==> config.mk <==
export PLATFORM = sky130hd
export DESIGN_NAME = control
export DESIGN_NICKNAME = d
export VERILOG_FILES = /design/src/verilog/cpu_pkg.sv /design/src/verilog/control.sv
export SDC_FILE = /design/constraint.sdc
export NUM_CORES = 1
export LEC_CHECK = 0
export BUFFER_PORTS_ARGS = -buffer_cell sky130_fd_sc_hd__buf_2
export CORE_AREA = 4 4 41 43
export DETAILED_ROUTE_END_ITERATION = 12
export DIE_AREA = 0 0 45 47
export GPL_ROUTABILITY_DRIVEN = 0
export PLACE_DENSITY = 0.5
export SETUP_SLACK_MARGIN = 0.1
export SYNTH_ARGS = -nofsm -noshare
export SYNTH_HDL_FRONTEND = slang
export SYNTH_SLANG_ARGS = --single-unit
==> constraint.sdc <==
create_clock -name vclk -period 0.8
set_input_delay 0.04 -clock vclk [all_inputs]
set_output_delay 0.04 -clock vclk [all_outputs]
set_load 0.02 [all_outputs]
==> src/verilog/cpu_pkg.sv <==
package cpu_pkg;

    // Width types
    typedef logic [15:0] word_t;
    typedef logic [3:0]  reg_idx_t;
    typedef logic [2:0]  flags_t;

    // Flag bit positions, NVZ order
    localparam int FLAG_N = 2;
    localparam int FLAG_V = 1;
    localparam int FLAG_Z = 0;

    typedef enum logic [3:0] {
        OP_ADD  = 4'h0,
        OP_SUB  = 4'h1,
        OP_XOR  = 4'h2,
        OP_RSV3 = 4'h3,
        OP_SLL  = 4'h4,
        OP_SRA  = 4'h5,
        OP_ROR  = 4'h6,
        OP_RSV7 = 4'h7,
        OP_LW   = 4'h8,
        OP_SW   = 4'h9,
        OP_LLB  = 4'hA,
        OP_LHB  = 4'hB,
        OP_B    = 4'hC,
        OP_BR   = 4'hD,
        OP_PCS  = 4'hE,
        OP_HLT  = 4'hF
    } opcode_e;

    typedef enum logic [2:0] {
        ALU_ADD, ALU_SUB, ALU_XOR, ALU_SLL, ALU_SRA, ALU_ROR, ALU_LLB, ALU_LHB
    } alu_op_e;

    // Branch conditions as encoded in bits 11..9
    typedef enum logic [2:0] {
        COND_NE, COND_EQ, COND_GT, COND_LT, COND_GE, COND_LE, COND_OV, COND_UN
    } cond_e;

endpackage

==> src/verilog/control.sv <==
module control
    import cpu_pkg::*;
(
    input  opcode_e opcode,
    output logic    reg_write,
    output logic    alu_src_imm,
    output logic    mem_read,
    output logic    mem_write,
    output logic    mem_to_reg,
    output logic    pc_to_reg,
    output logic    rd_is_src,
    output logic    branch_imm,
    output logic    branch_reg,
    output logic    halt,
    output logic    flag_update,
    output alu_op_e alu_op
);

    always_comb begin
        reg_write   = 1'b0;
        alu_src_imm = 1'b0;
        mem_read    = 1'b0;
        mem_write   = 1'b0;
        mem_to_reg  = 1'b0;
        pc_to_reg   = 1'b0;
        rd_is_src   = 1'b0;
        branch_imm  = 1'b0;
        branch_reg  = 1'b0;
        halt        = 1'b0;
        flag_update = 1'b0;
        alu_op      = ALU_ADD;

        case (opcode)
            OP_ADD, OP_SUB, OP_XOR: begin
                reg_write   = 1'b1;
                flag_update = 1'b1;
                alu_op      = (opcode == OP_ADD) ? ALU_ADD :
                              (opcode == OP_SUB) ? ALU_SUB : ALU_XOR;
            end
            OP_SLL, OP_SRA, OP_ROR: begin
                reg_write   = 1'b1;
                alu_src_imm = 1'b1;
                flag_update = 1'b1;
                alu_op      = (opcode == OP_SLL) ? ALU_SLL :
                              (opcode == OP_SRA) ? ALU_SRA : ALU_ROR;
            end
            // Address is formed by the ALU adder
            OP_LW: begin
                reg_write   = 1'b1;
                alu_src_imm = 1'b1;
                mem_read    = 1'b1;
                mem_to_reg  = 1'b1;
            end
            OP_SW: begin
                alu_src_imm = 1'b1;
                mem_write   = 1'b1;
            end
            OP_LLB, OP_LHB: begin
                reg_write   = 1'b1;
                alu_src_imm = 1'b1;
                rd_is_src   = 1'b1;
                alu_op      = (opcode == OP_LLB) ? ALU_LLB : ALU_LHB;
            end
            OP_B:    branch_imm = 1'b1;
            OP_BR:   branch_reg = 1'b1;
            OP_PCS: begin
                reg_write = 1'b1;
                pc_to_reg = 1'b1;
            end
            OP_HLT:  halt = 1'b1;
            // Reserved codes retire as no-ops
            OP_RSV3, OP_RSV7: ;
            default: ;
        endcase
    end

endmodule

==> summary.md, run 1 <==
| Metric | Value |
|---|---|
| XOR/XNOR Fraction of Synth Area | approximately 4.5% |
| Max-Cap Viols | 0 |
| Initial antenna violation count | 0 |
| Core Region | ~0.0013 mm^2 |
| Syn Inst Count | 31 |
| Mapped Nets | 35 |
| Area Growth Syn to Fin | 172% |
| First-pass GRT wire length | between 1 and 1.5 mm |
| Pre-CTS setup slack | -0.0564 ns |
| Register area | 0 um^2 |
| Synth top area share | 12.8% |
| RSZ-0062 raised after global routing | yes |
| Post-Syn Area per Cell | 6.30 um^2 |
| Leakage power | ~0.25 nW |
| Crit path launch type | input port |
| Hold-fix buffers at CTS | 0 |
| Dpl cell area | 357 um^2 |
| Worst Path Arrival | around 0.68 ns |
| Post-synthesis simple-gate area fraction | 55.8% |
| Nets | 58 |
| Largest family of logic cells by synthesized area | simple AND/OR/NAND/NOR gates |
| Final setup viols | 0 |
| Tot Pwr | 315 uW |
| Hold endpoint | flag_update |
| Worst hold stages | 3 |
| I/O Buffers | 18 |
| Post-DP HPWL | about 520 um |
| Hold path startpoint | opcode[3] |
| Sequential fraction of the synthesis area | 0% |
| Number of routed nets with antenna violations | 0 |
| Synthesized cell area | ~200 um^2 |
| WL/cell | about 11 um |
| Vias in the first global route | around 260 |
| N_diodes | 0 |
| Layout cells sized above 1 | about four fifths |
| Post-synthesis mux area share | 0% |
| Leading area contributor after synthesis | nand2b_1 |
| Fmax | about 1400 MHz |
| Pins Over Slew Limit | 0 |
| Crit end category | output pin |
| Adder-Cell Fraction of Synth Area | 0% |
| Hold WC Path Type | input port to output pin |
| Final hold vios | 0 |
| GRT overflow | 0 |
| Max Fanout on Critical Path | 8 |
| Seq Cell Count | 0 |
| Die width | approximately 45 um |
| Residual DRC | 0 |
| Relative slew slack | between 80 and 90% |
| Compound-gate portion of the synthesized area | 26.9% |
| Final WS setup | about 0.08 ns |
| Ys Warns | 0 |
| DRT iter0 DRCs | 0 |
| VDD IR max | 0.000260 V |
| CP Data Required Time | approximately 0.76 ns |
| Largest net degree at the start of global routing | 11 |
| PD cells | 593 mW/mm^2 |
| Outcome | complete, no violations |
| Num rows | 13 |
| Finished Core Util | between 40% and 50% |
| DR vias/cell | roughly 4.3 |
| Setup Crit Path Kind | input port to output pin |
| First drt pass iteration count | 1 |
| Number of fill cells | between 100 and 150 |
| Vias post-DR | between 200 and 300 |
| Post-Layout Inst Area | roughly 530 um^2 |
| Minimum hold slack | ~0.38 ns |
| Ports | 18 |
| Layout clock buffers | 0 |
| Tmin final | 0.720 ns |
| Critical path origin | opcode[3] |
| Initial Util | 15.0% |
| Synth cell types | 15 |
| Die height | ~47 um |
| DIE AREA | approximately 0.0021 mm^2 |
| GRT Total Usage | under 10% |
| Synth area leaders | nand2b_1 13%, nor2b_1 9.6%, o32ai_2 8.3% |
| Period utilization | 90.0% |
| Slew @ Worst Pin | 0.200 ns |
| Routed wire length | 756 um |
==> layer usage <==
metal / vias up / share of wire, % / global-route usage (%)
met4: 0 / 0 / 0
met5: - / 0 / 0
met2: 9 / 51 / 11.3
met1: 134 / 41 / 10.6
li1: 146 / - / -
met3: 0 / 7.0 / 0.766
==> power breakdown <==
group	leakage (nW)	internal [mW]	switching [mW]
clock	0	0	0
sequential	0	0	0
combinational	0.253	0.166	0.149
total	0.253	0.166	0.149
==> critical path, stage by stage <==
cell and delay [ns]:
buf_12 0.12, nand2b_4 0.16, o32ai_4 0.21, buf_6 0.15
==> layout by cell type (no fill, tap or decap), types with 2 or more instances in the layout <==
master	count
buf_6	10
buf_4	9
nand2b_4	3
nor2_1	3
buf_2	3
nor2b_2	2
o21ai_1	2
a21o_1	2
buf_12	2
==> stage by stage <==
stage	instances	TNS, ns
finish	67	0
detailed placement	66	-0.0997
floorplan	31	-0.0293
global placement	66	-0.116
global route	67	0
CTS	66	0
==> cell type report <==
cell class | instances | area [um^2] | area share (%)
tap | 15 | 18.8 | 3.54
timing repair buffer | 25 | 250 | 47.2
multi-input combinational | 27 | 262 | 49.3
==> what timing repair did <==
action / CTS / global route
buffers inserted: 0 / 1
cloned: 0 / 0
resized for setup: 27 / 19
endpoints found under the setup margin: 13 / 13
pin swaps: 5 / 9
==> worst max-delay path by stage <==
stage | slack (ns) | to | cells after the start
3_3_place_gp | -0.06 | alu_op[1] | 4
4_1_cts | 0.06 | alu_op[1] | 4
2_1_floorplan | -0.02 | mem_to_reg | 4
6_report | 0.08 | alu_op[1] | 4
3_5_place_dp | -0.06 | alu_op[1] | 4
5_1_grt | 0.04 | alu_op[1] | 4
==> Yosys cell counts <==
cell and n:
a21o_1 2, nand2b_1 4, nor2b_1 3, nor3b_1 1, buf_2 2, and2_1 2
xor2_1 1, nor3_1 2, o32ai_2 1, nor2_1 4, o22ai_1 1, buf_4 2
o21ai_1 3, nand2_1 2, nor3b_2 1
==> kinds of logic (layout without fill, tap and decap cells) <==
logic type                after synthesis  count (layout)
and+or+nand+nor                        19              19
buffers and inverters                   4              25
xor gates and xnor gates                1               1
AOI/OAI and AO/OA                       7               7
Note: power is estimated with default switching activity, not from simulation.
==> run 2, diff against run 1 <==
--- a/config.mk
+++ b/config.mk
@@ -10,7 +10,7 @@
 export DETAILED_ROUTE_END_ITERATION = 12
 export DIE_AREA = 0 0 45 47
 export GPL_ROUTABILITY_DRIVEN = 0
-export PLACE_DENSITY = 0.5
+export PLACE_DENSITY_LB_ADDON = 0.1
 export SETUP_SLACK_MARGIN = 0.1
 export SYNTH_ARGS = -nofsm -noshare
 export SYNTH_HDL_FRONTEND = slang
==> summary.md, run 2 (synthesis results as in run 1) <==
| Metric | Value |
|---|---|
| Crit end category | output pin |
| Clock Power Share | 0% (unchanged) |
| Worst Path Arrival | 0.67 ns (about the same) |
| Final hold vios | 0 (unchanged) |
| Number of fill cells | 134 (-0.74%) |
| Psw | 151 uW (+1.8%) |
| Hold endpoint | alu_op[1] |
| Ports | 18 (unchanged) |
| Leakage power | 0.290 nW (+14%) |
| Pre-CTS setup slack | -0.0750 ns (-0.0186 ns) |
| Post-Layout Inst Area | 597 um^2 (+12%) |
| Slew @ Worst Pin | 0.184 ns (-0.0162 ns) |
| Outcome | complete, no violations |
| N_diodes | 0 (unchanged) |
| Core Region | 0.00130 mm^2 (unchanged) |
| Setup Crit Path Kind | input port to output pin |
| Met2 Use GR | 14.1% (+2.8 points) |
| First drt pass iteration count | 2 (+1) |
| Hold-fix buffers at CTS | 0 (unchanged) |
| Num rows | 13 (unchanged) |
| Area of the multi-input gates | 270 um^2 (+3.3%) |
| Busiest layer in global routing | met2 |
| Hold WC Path Type | input port to output pin |
| Largest net degree at the start of global routing | 11 (unchanged) |
| CP Data Required Time | 0.76 ns (about the same) |
| Final setup viols | 0 (unchanged) |
| Combinational Power Share | 100.0% (about the same) |
| Fmax | 1410 MHz (+1.2%) |
| P_int | 194 uW (+17%) |
| Vias in the first global route | 303 (+18%) |
| Nets | 61 (+5.2%) |
| Residual DRC | 0 (unchanged) |
| First-pass GRT wire length | 1.30 mm (+8.1%) |
| Worst hold stages | 3 (unchanged) |
| Tmin final | 0.712 ns (-0.00843 ns) |
| Seq pwr share | 0% (unchanged) |
| Initial antenna violation count | 0 (unchanged) |
| Post-DP HPWL | 560 um (+7.6%) |
| Hold path startpoint | opcode[0] |
| Vias post-DR | 292 (+1.0%) |
| DIE AREA | 0.00212 mm^2 (unchanged) |
| WL/cell | 11.9 um (+5.2%) |
| Final WS setup | 0.0885 ns (+0.00843 ns) |
| Met1 Use GR | 9.91% (-0.68 points) |
| DRT iter0 DRCs | 3 (+3) |
| Die height | 47 um (unchanged) |
| DR vias/cell | 4.17 (-3.3%) |
| GRT overflow | 0 (unchanged) |
| VDD IR max | 0.000261 V (+0.52%) |
| Period utilization | 88.9% (-1.1 points) |
| Most frequent cells in the layout | 12 x buf_4, 8 x buf_6, 4 x nor2_1 |
| Initial Util | 15.0% (unchanged) |
| M3 GR Usage | 1.15% (+0.38 points) |
| Max-Cap Viols | 0 (unchanged) |
| Layout clock buffers | 0 (unchanged) |
| Area Growth Syn to Fin | 206% |
| Pins Over Slew Limit | 0 (unchanged) |
| I/O Buffers | 18 (unchanged) |
| Layout cells sized above 1 | 81.8% (+3.0 points) |
| Relative slew slack | 87.7% (+1.1 points) |
| Max Fanout on Critical Path | 5 (-3) |
| Crit path launch type | input port |
| Seq Cell Count | 0 (unchanged) |
| Dpl cell area | 364 um^2 (+2.1%) |
| RSZ-0062 raised after global routing | yes |
| GRT Total Usage | 7.64% (+0.63 points) |
| Minimum hold slack | 0.425 ns (+0.0494 ns) |
| Routed wire length | 831 um (+9.9%) |
| Most common cell after layout, fill and taps aside | buf_4 |
| Sw frac | 43.8% (-3.4 points) |
| PD cells | 579 mW/mm^2 (-2.5%) |
| Number of routed nets with antenna violations | 0 (unchanged) |
| Register area | 0 um^2 (unchanged) |
| Die width | 45 um (unchanged) |
run 2: cell count changes in the layout (fill, tap and decap cells not counted), sizes merged:
cell	previous run	this run
buf	25	27
clkbuf	0	1
run 2: worst max path at each step:
stage / startpoint / endpoint / slack [ns] / depth (start not counted)
global placement: opcode[3] / alu_op[1] / -0.08 / 4
detailed placement: opcode[3] / alu_op[1] / -0.08 / 4
global route: opcode[3] / alu_op[1] / 0.03 / 4
floorplan: opcode[3] / mem_to_reg / -0.02 / 4
CTS: opcode[3] / alu_op[1] / 0.08 / 4
finish: opcode[3] / alu_op[1] / 0.09 / 4
run 2: through the flow:
step | power (mW) | utilization, % | setup TNS [ns] | cells
after floorplan | 0.141 | - | -0.0293 | 31
after global placement | 0.216 | 28.0 | -0.148 | 67
after detailed placement | 0.217 | 28.0 | -0.153 | 67
after CTS | 0.303 | 38.8 | 0 | 69
after global routing | 0.369 | 45.9 | 0 | 70
final | 0.345 | 45.9 | 0 | 70
run 2: final cells by class:
class	instances	area share, %
multi-input cells	27	45.3
repair buffers	28	51.6
well taps	15	3.14
run 2: power by group through the flow:
stage	clock network (mW)	logic, mW	registers (mW)
floorplan	0	0.141	0
global placement	0	0.216	0
detailed placement	0	0.217	0
CTS	0	0.303	0
global route	0	0.369	0
finish	0	0.345	0
run 2: timing repair:
action / 4_1_cts / 5_1_grt
pin swaps: 4 / 4
setup endpoints to repair: 13 / 10
gates cloned: 1 / 1
setup buffers: 1 / 0
resized for setup: 32 / 15
hold endpoints to repair: 0 / 0
run 2: critical path, stage by stage:
cell	delay, ns
buf_12	0.11
nand2b_4	0.15
o32ai_2	0.19
buf_4	0.18
run 2: routing by layer:
| layer | share of wire [%] | routed length [um] |
|---|---|---|
| met5 | 0 | 0 |
| met4 | 0 | 0 |
| met2 | 54 | 448 |
| met3 | 9.3 | 77 |
| met1 | 37 | 305 |
==> run 3, diff against run 2 <==
--- a/config.mk
+++ b/config.mk
@@ -6,9 +6,11 @@
 export NUM_CORES = 1
 export LEC_CHECK = 0
 export BUFFER_PORTS_ARGS = -buffer_cell sky130_fd_sc_hd__buf_2
-export CORE_AREA = 4 4 41 43
+export CELL_PAD_IN_SITES_DETAIL_PLACEMENT = 1
+export CELL_PAD_IN_SITES_GLOBAL_PLACEMENT = 1
+export CORE_AREA = 2 2 39 41
 export DETAILED_ROUTE_END_ITERATION = 12
-export DIE_AREA = 0 0 45 47
+export DIE_AREA = 0 0 41 43
 export GPL_ROUTABILITY_DRIVEN = 0
 export PLACE_DENSITY_LB_ADDON = 0.1
 export SETUP_SLACK_MARGIN = 0.1
==> summary.md, run 3 (synthesis results as in run 1) <==
| Metric | Value |
|---|---|
| Seq pwr share | 0% (unchanged) |
| Post-DP HPWL | 571 um (+2.1%) |
| Slew @ Worst Pin | 0.187 ns (+0.00263 ns) |
| Worst Path Arrival | 0.68 ns (about the same) |
| Outcome | complete, no violations |
| P_int | 177 uW (-8.8%) |
| Max-Cap Viols | 0 (unchanged) |
| CP Data Required Time | 0.76 ns (about the same) |
| Setup Crit Path Kind | input port to output pin |
| Die width | 41 um (-8.9%) |
| Tmin final | 0.718 ns (+0.00686 ns) |
| I/O Buffers | 18 (unchanged) |
| Post-Layout Inst Area | 556 um^2 (-6.9%) |
| Final TNS setup | 0 ns (unchanged) |
| N_diodes | 0 (unchanged) |
| Clock Power Share | 0% (unchanged) |
| Fmax | 1390 MHz (-0.95%) |
| Crit path launch type | input port |
| Initial antenna violation count | 0 (unchanged) |
| Ports | 18 (unchanged) |
| Nets | 57 (-6.6%) |
| Vias post-DR | 286 (-2.1%) |
| First-pass GRT wire length | 1.24 mm (-4.8%) |
| Most common cell after layout, fill and taps aside | buf_6 |
| Residual DRC | 0 (unchanged) |
| Hold path startpoint | opcode[3] |
| Critical path origin | opcode[3] |
| Number of routed nets with antenna violations | 0 (unchanged) |
| DR vias/cell | 4.27 (+2.3%) |
| RSZ-0062 raised after global routing | yes |
| Period utilization | 89.8% (+0.86 points) |
| Max Fanout on Critical Path | 9 (+4) |
| WL/cell | 13.4 um (+13%) |
| Final setup viols | 0 (unchanged) |
| Crit end category | output pin |
| Area of the multi-input gates | 264 um^2 (-2.3%) |
| Pins Over Slew Limit | 0 (unchanged) |
| Layout clock buffers | 0 (unchanged) |
| Leakage power | 0.271 nW (-6.5%) |
| VDD IR max | 0.000254 V (-2.7%) |
| Setup Buffers After CTS | 0 (-1) |
| Largest net degree at the start of global routing | 11 (unchanged) |
| Register area | 0 um^2 (unchanged) |
| Layout cells sized above 1 | 78.4% (-3.4 points) |
| Dpl cell area | 350 um^2 (-3.8%) |
| Combinational Power Share | 100.0% (about the same) |
| DRT iter0 DRCs | 1 (-2) |
| Vias in the first global route | 281 (-7.3%) |
| Seq Cell Count | 0 (unchanged) |
| Initial Util | 14.1% (-0.90 points) |
| Most frequent cells in the layout | 9 x buf_6, 5 x buf_2, 4 x nand2b_4, 4 x nor2_1, 4 x buf_4 |
| Relative slew slack | 87.6% (-0.16 points) |
| First drt pass iteration count | 2 (unchanged) |
| GRT overflow | 0 (unchanged) |
| Num rows | 14 (+1) |
| Die height | 43 um (-8.5%) |
| Psw | 152 uW (+0.58%) |
| Routed wire length | 898 um (+8.1%) |
| Core Region | 0.00138 mm^2 (+6.3%) |
| Final hold vios | 0 (unchanged) |
| Hold WC Path Type | input port to output pin |
| Area Growth Syn to Fin | 185% |
| PD cells | 593 mW/mm^2 (+2.4%) |
| DIE AREA | 0.00176 mm^2 (-17%) |
| Sw frac | 46.2% (+2.4 points) |
| GRT Total Usage | 9.39% (+1.8 points) |
| Finished Core Util | 40.1% (-5.7 points) |
| Number of fill cells | 162 (+21%) |
==> run 3: cell count changes in the layout (fill, tap and decap cells not counted), sizes merged <==
cell	change
buf	-4
==> run 3: critical path: stages <==
cell,delay (ns)
buf_12,0.12
nand2b_4,0.15
o32ai_2,0.19
buf_4,0.18
==> run 3: path summary, 6_finish.rpt <==
| kind | end | slack (ns) | cells after the start |
|---|---|---|---|
| max | alu_op[1] | 0.08 | 4 |
| min | flag_update | 0.39 | 3 |
==> run 3: area by class of cell <==
type | count | area share (%)
Timing Repair Buffer | 24 | 48.9
Multi-Input combinational cell | 27 | 47.5
Tap cell | 16 | 3.60
==> run 3: power by group through the flow <==
| stage | combinational [mW] | clock (mW) | sequential [mW] |
|---|---|---|---|
| after global placement | 0.209 | 0 | 0 |
| after detailed placement | 0.210 | 0 | 0 |
| after floorplan | 0.141 | 0 | 0 |
| final | 0.329 | 0 | 0 |
| after global routing | 0.350 | 0 | 0 |
| after CTS | 0.279 | 0 | 0 |
==> run 3: through the flow <==
step / setup slack (ns) / hold slack [ns] / std cells / total power, mW
final: 0.0816 / 0.386 / 67 / 0.329
after global routing: 0.0544 / 0.409 / 67 / 0.350
after CTS: 0.0744 / 0.387 / 66 / 0.279
after detailed placement: -0.0539 / 0.488 / 66 / 0.210
after global placement: -0.0292 / 0.477 / 66 / 0.209
after floorplan: -0.0195 / 0.283 / 31 / 0.141
==> run 3: routing by layer <==
layer  global-route usage [%]  wire length (um)
met2                     15.6               498
met1                     13.9               354
met3                        0                45
met5                        0                 0
met4                        0                 0
==> run 3: repair_timing <==
item	4_1_cts	5_1_grt
resized for setup	31	17
hold buffers	0	0
gates cloned	0	1
setup endpoints to repair	14	13
pin swaps	4	5
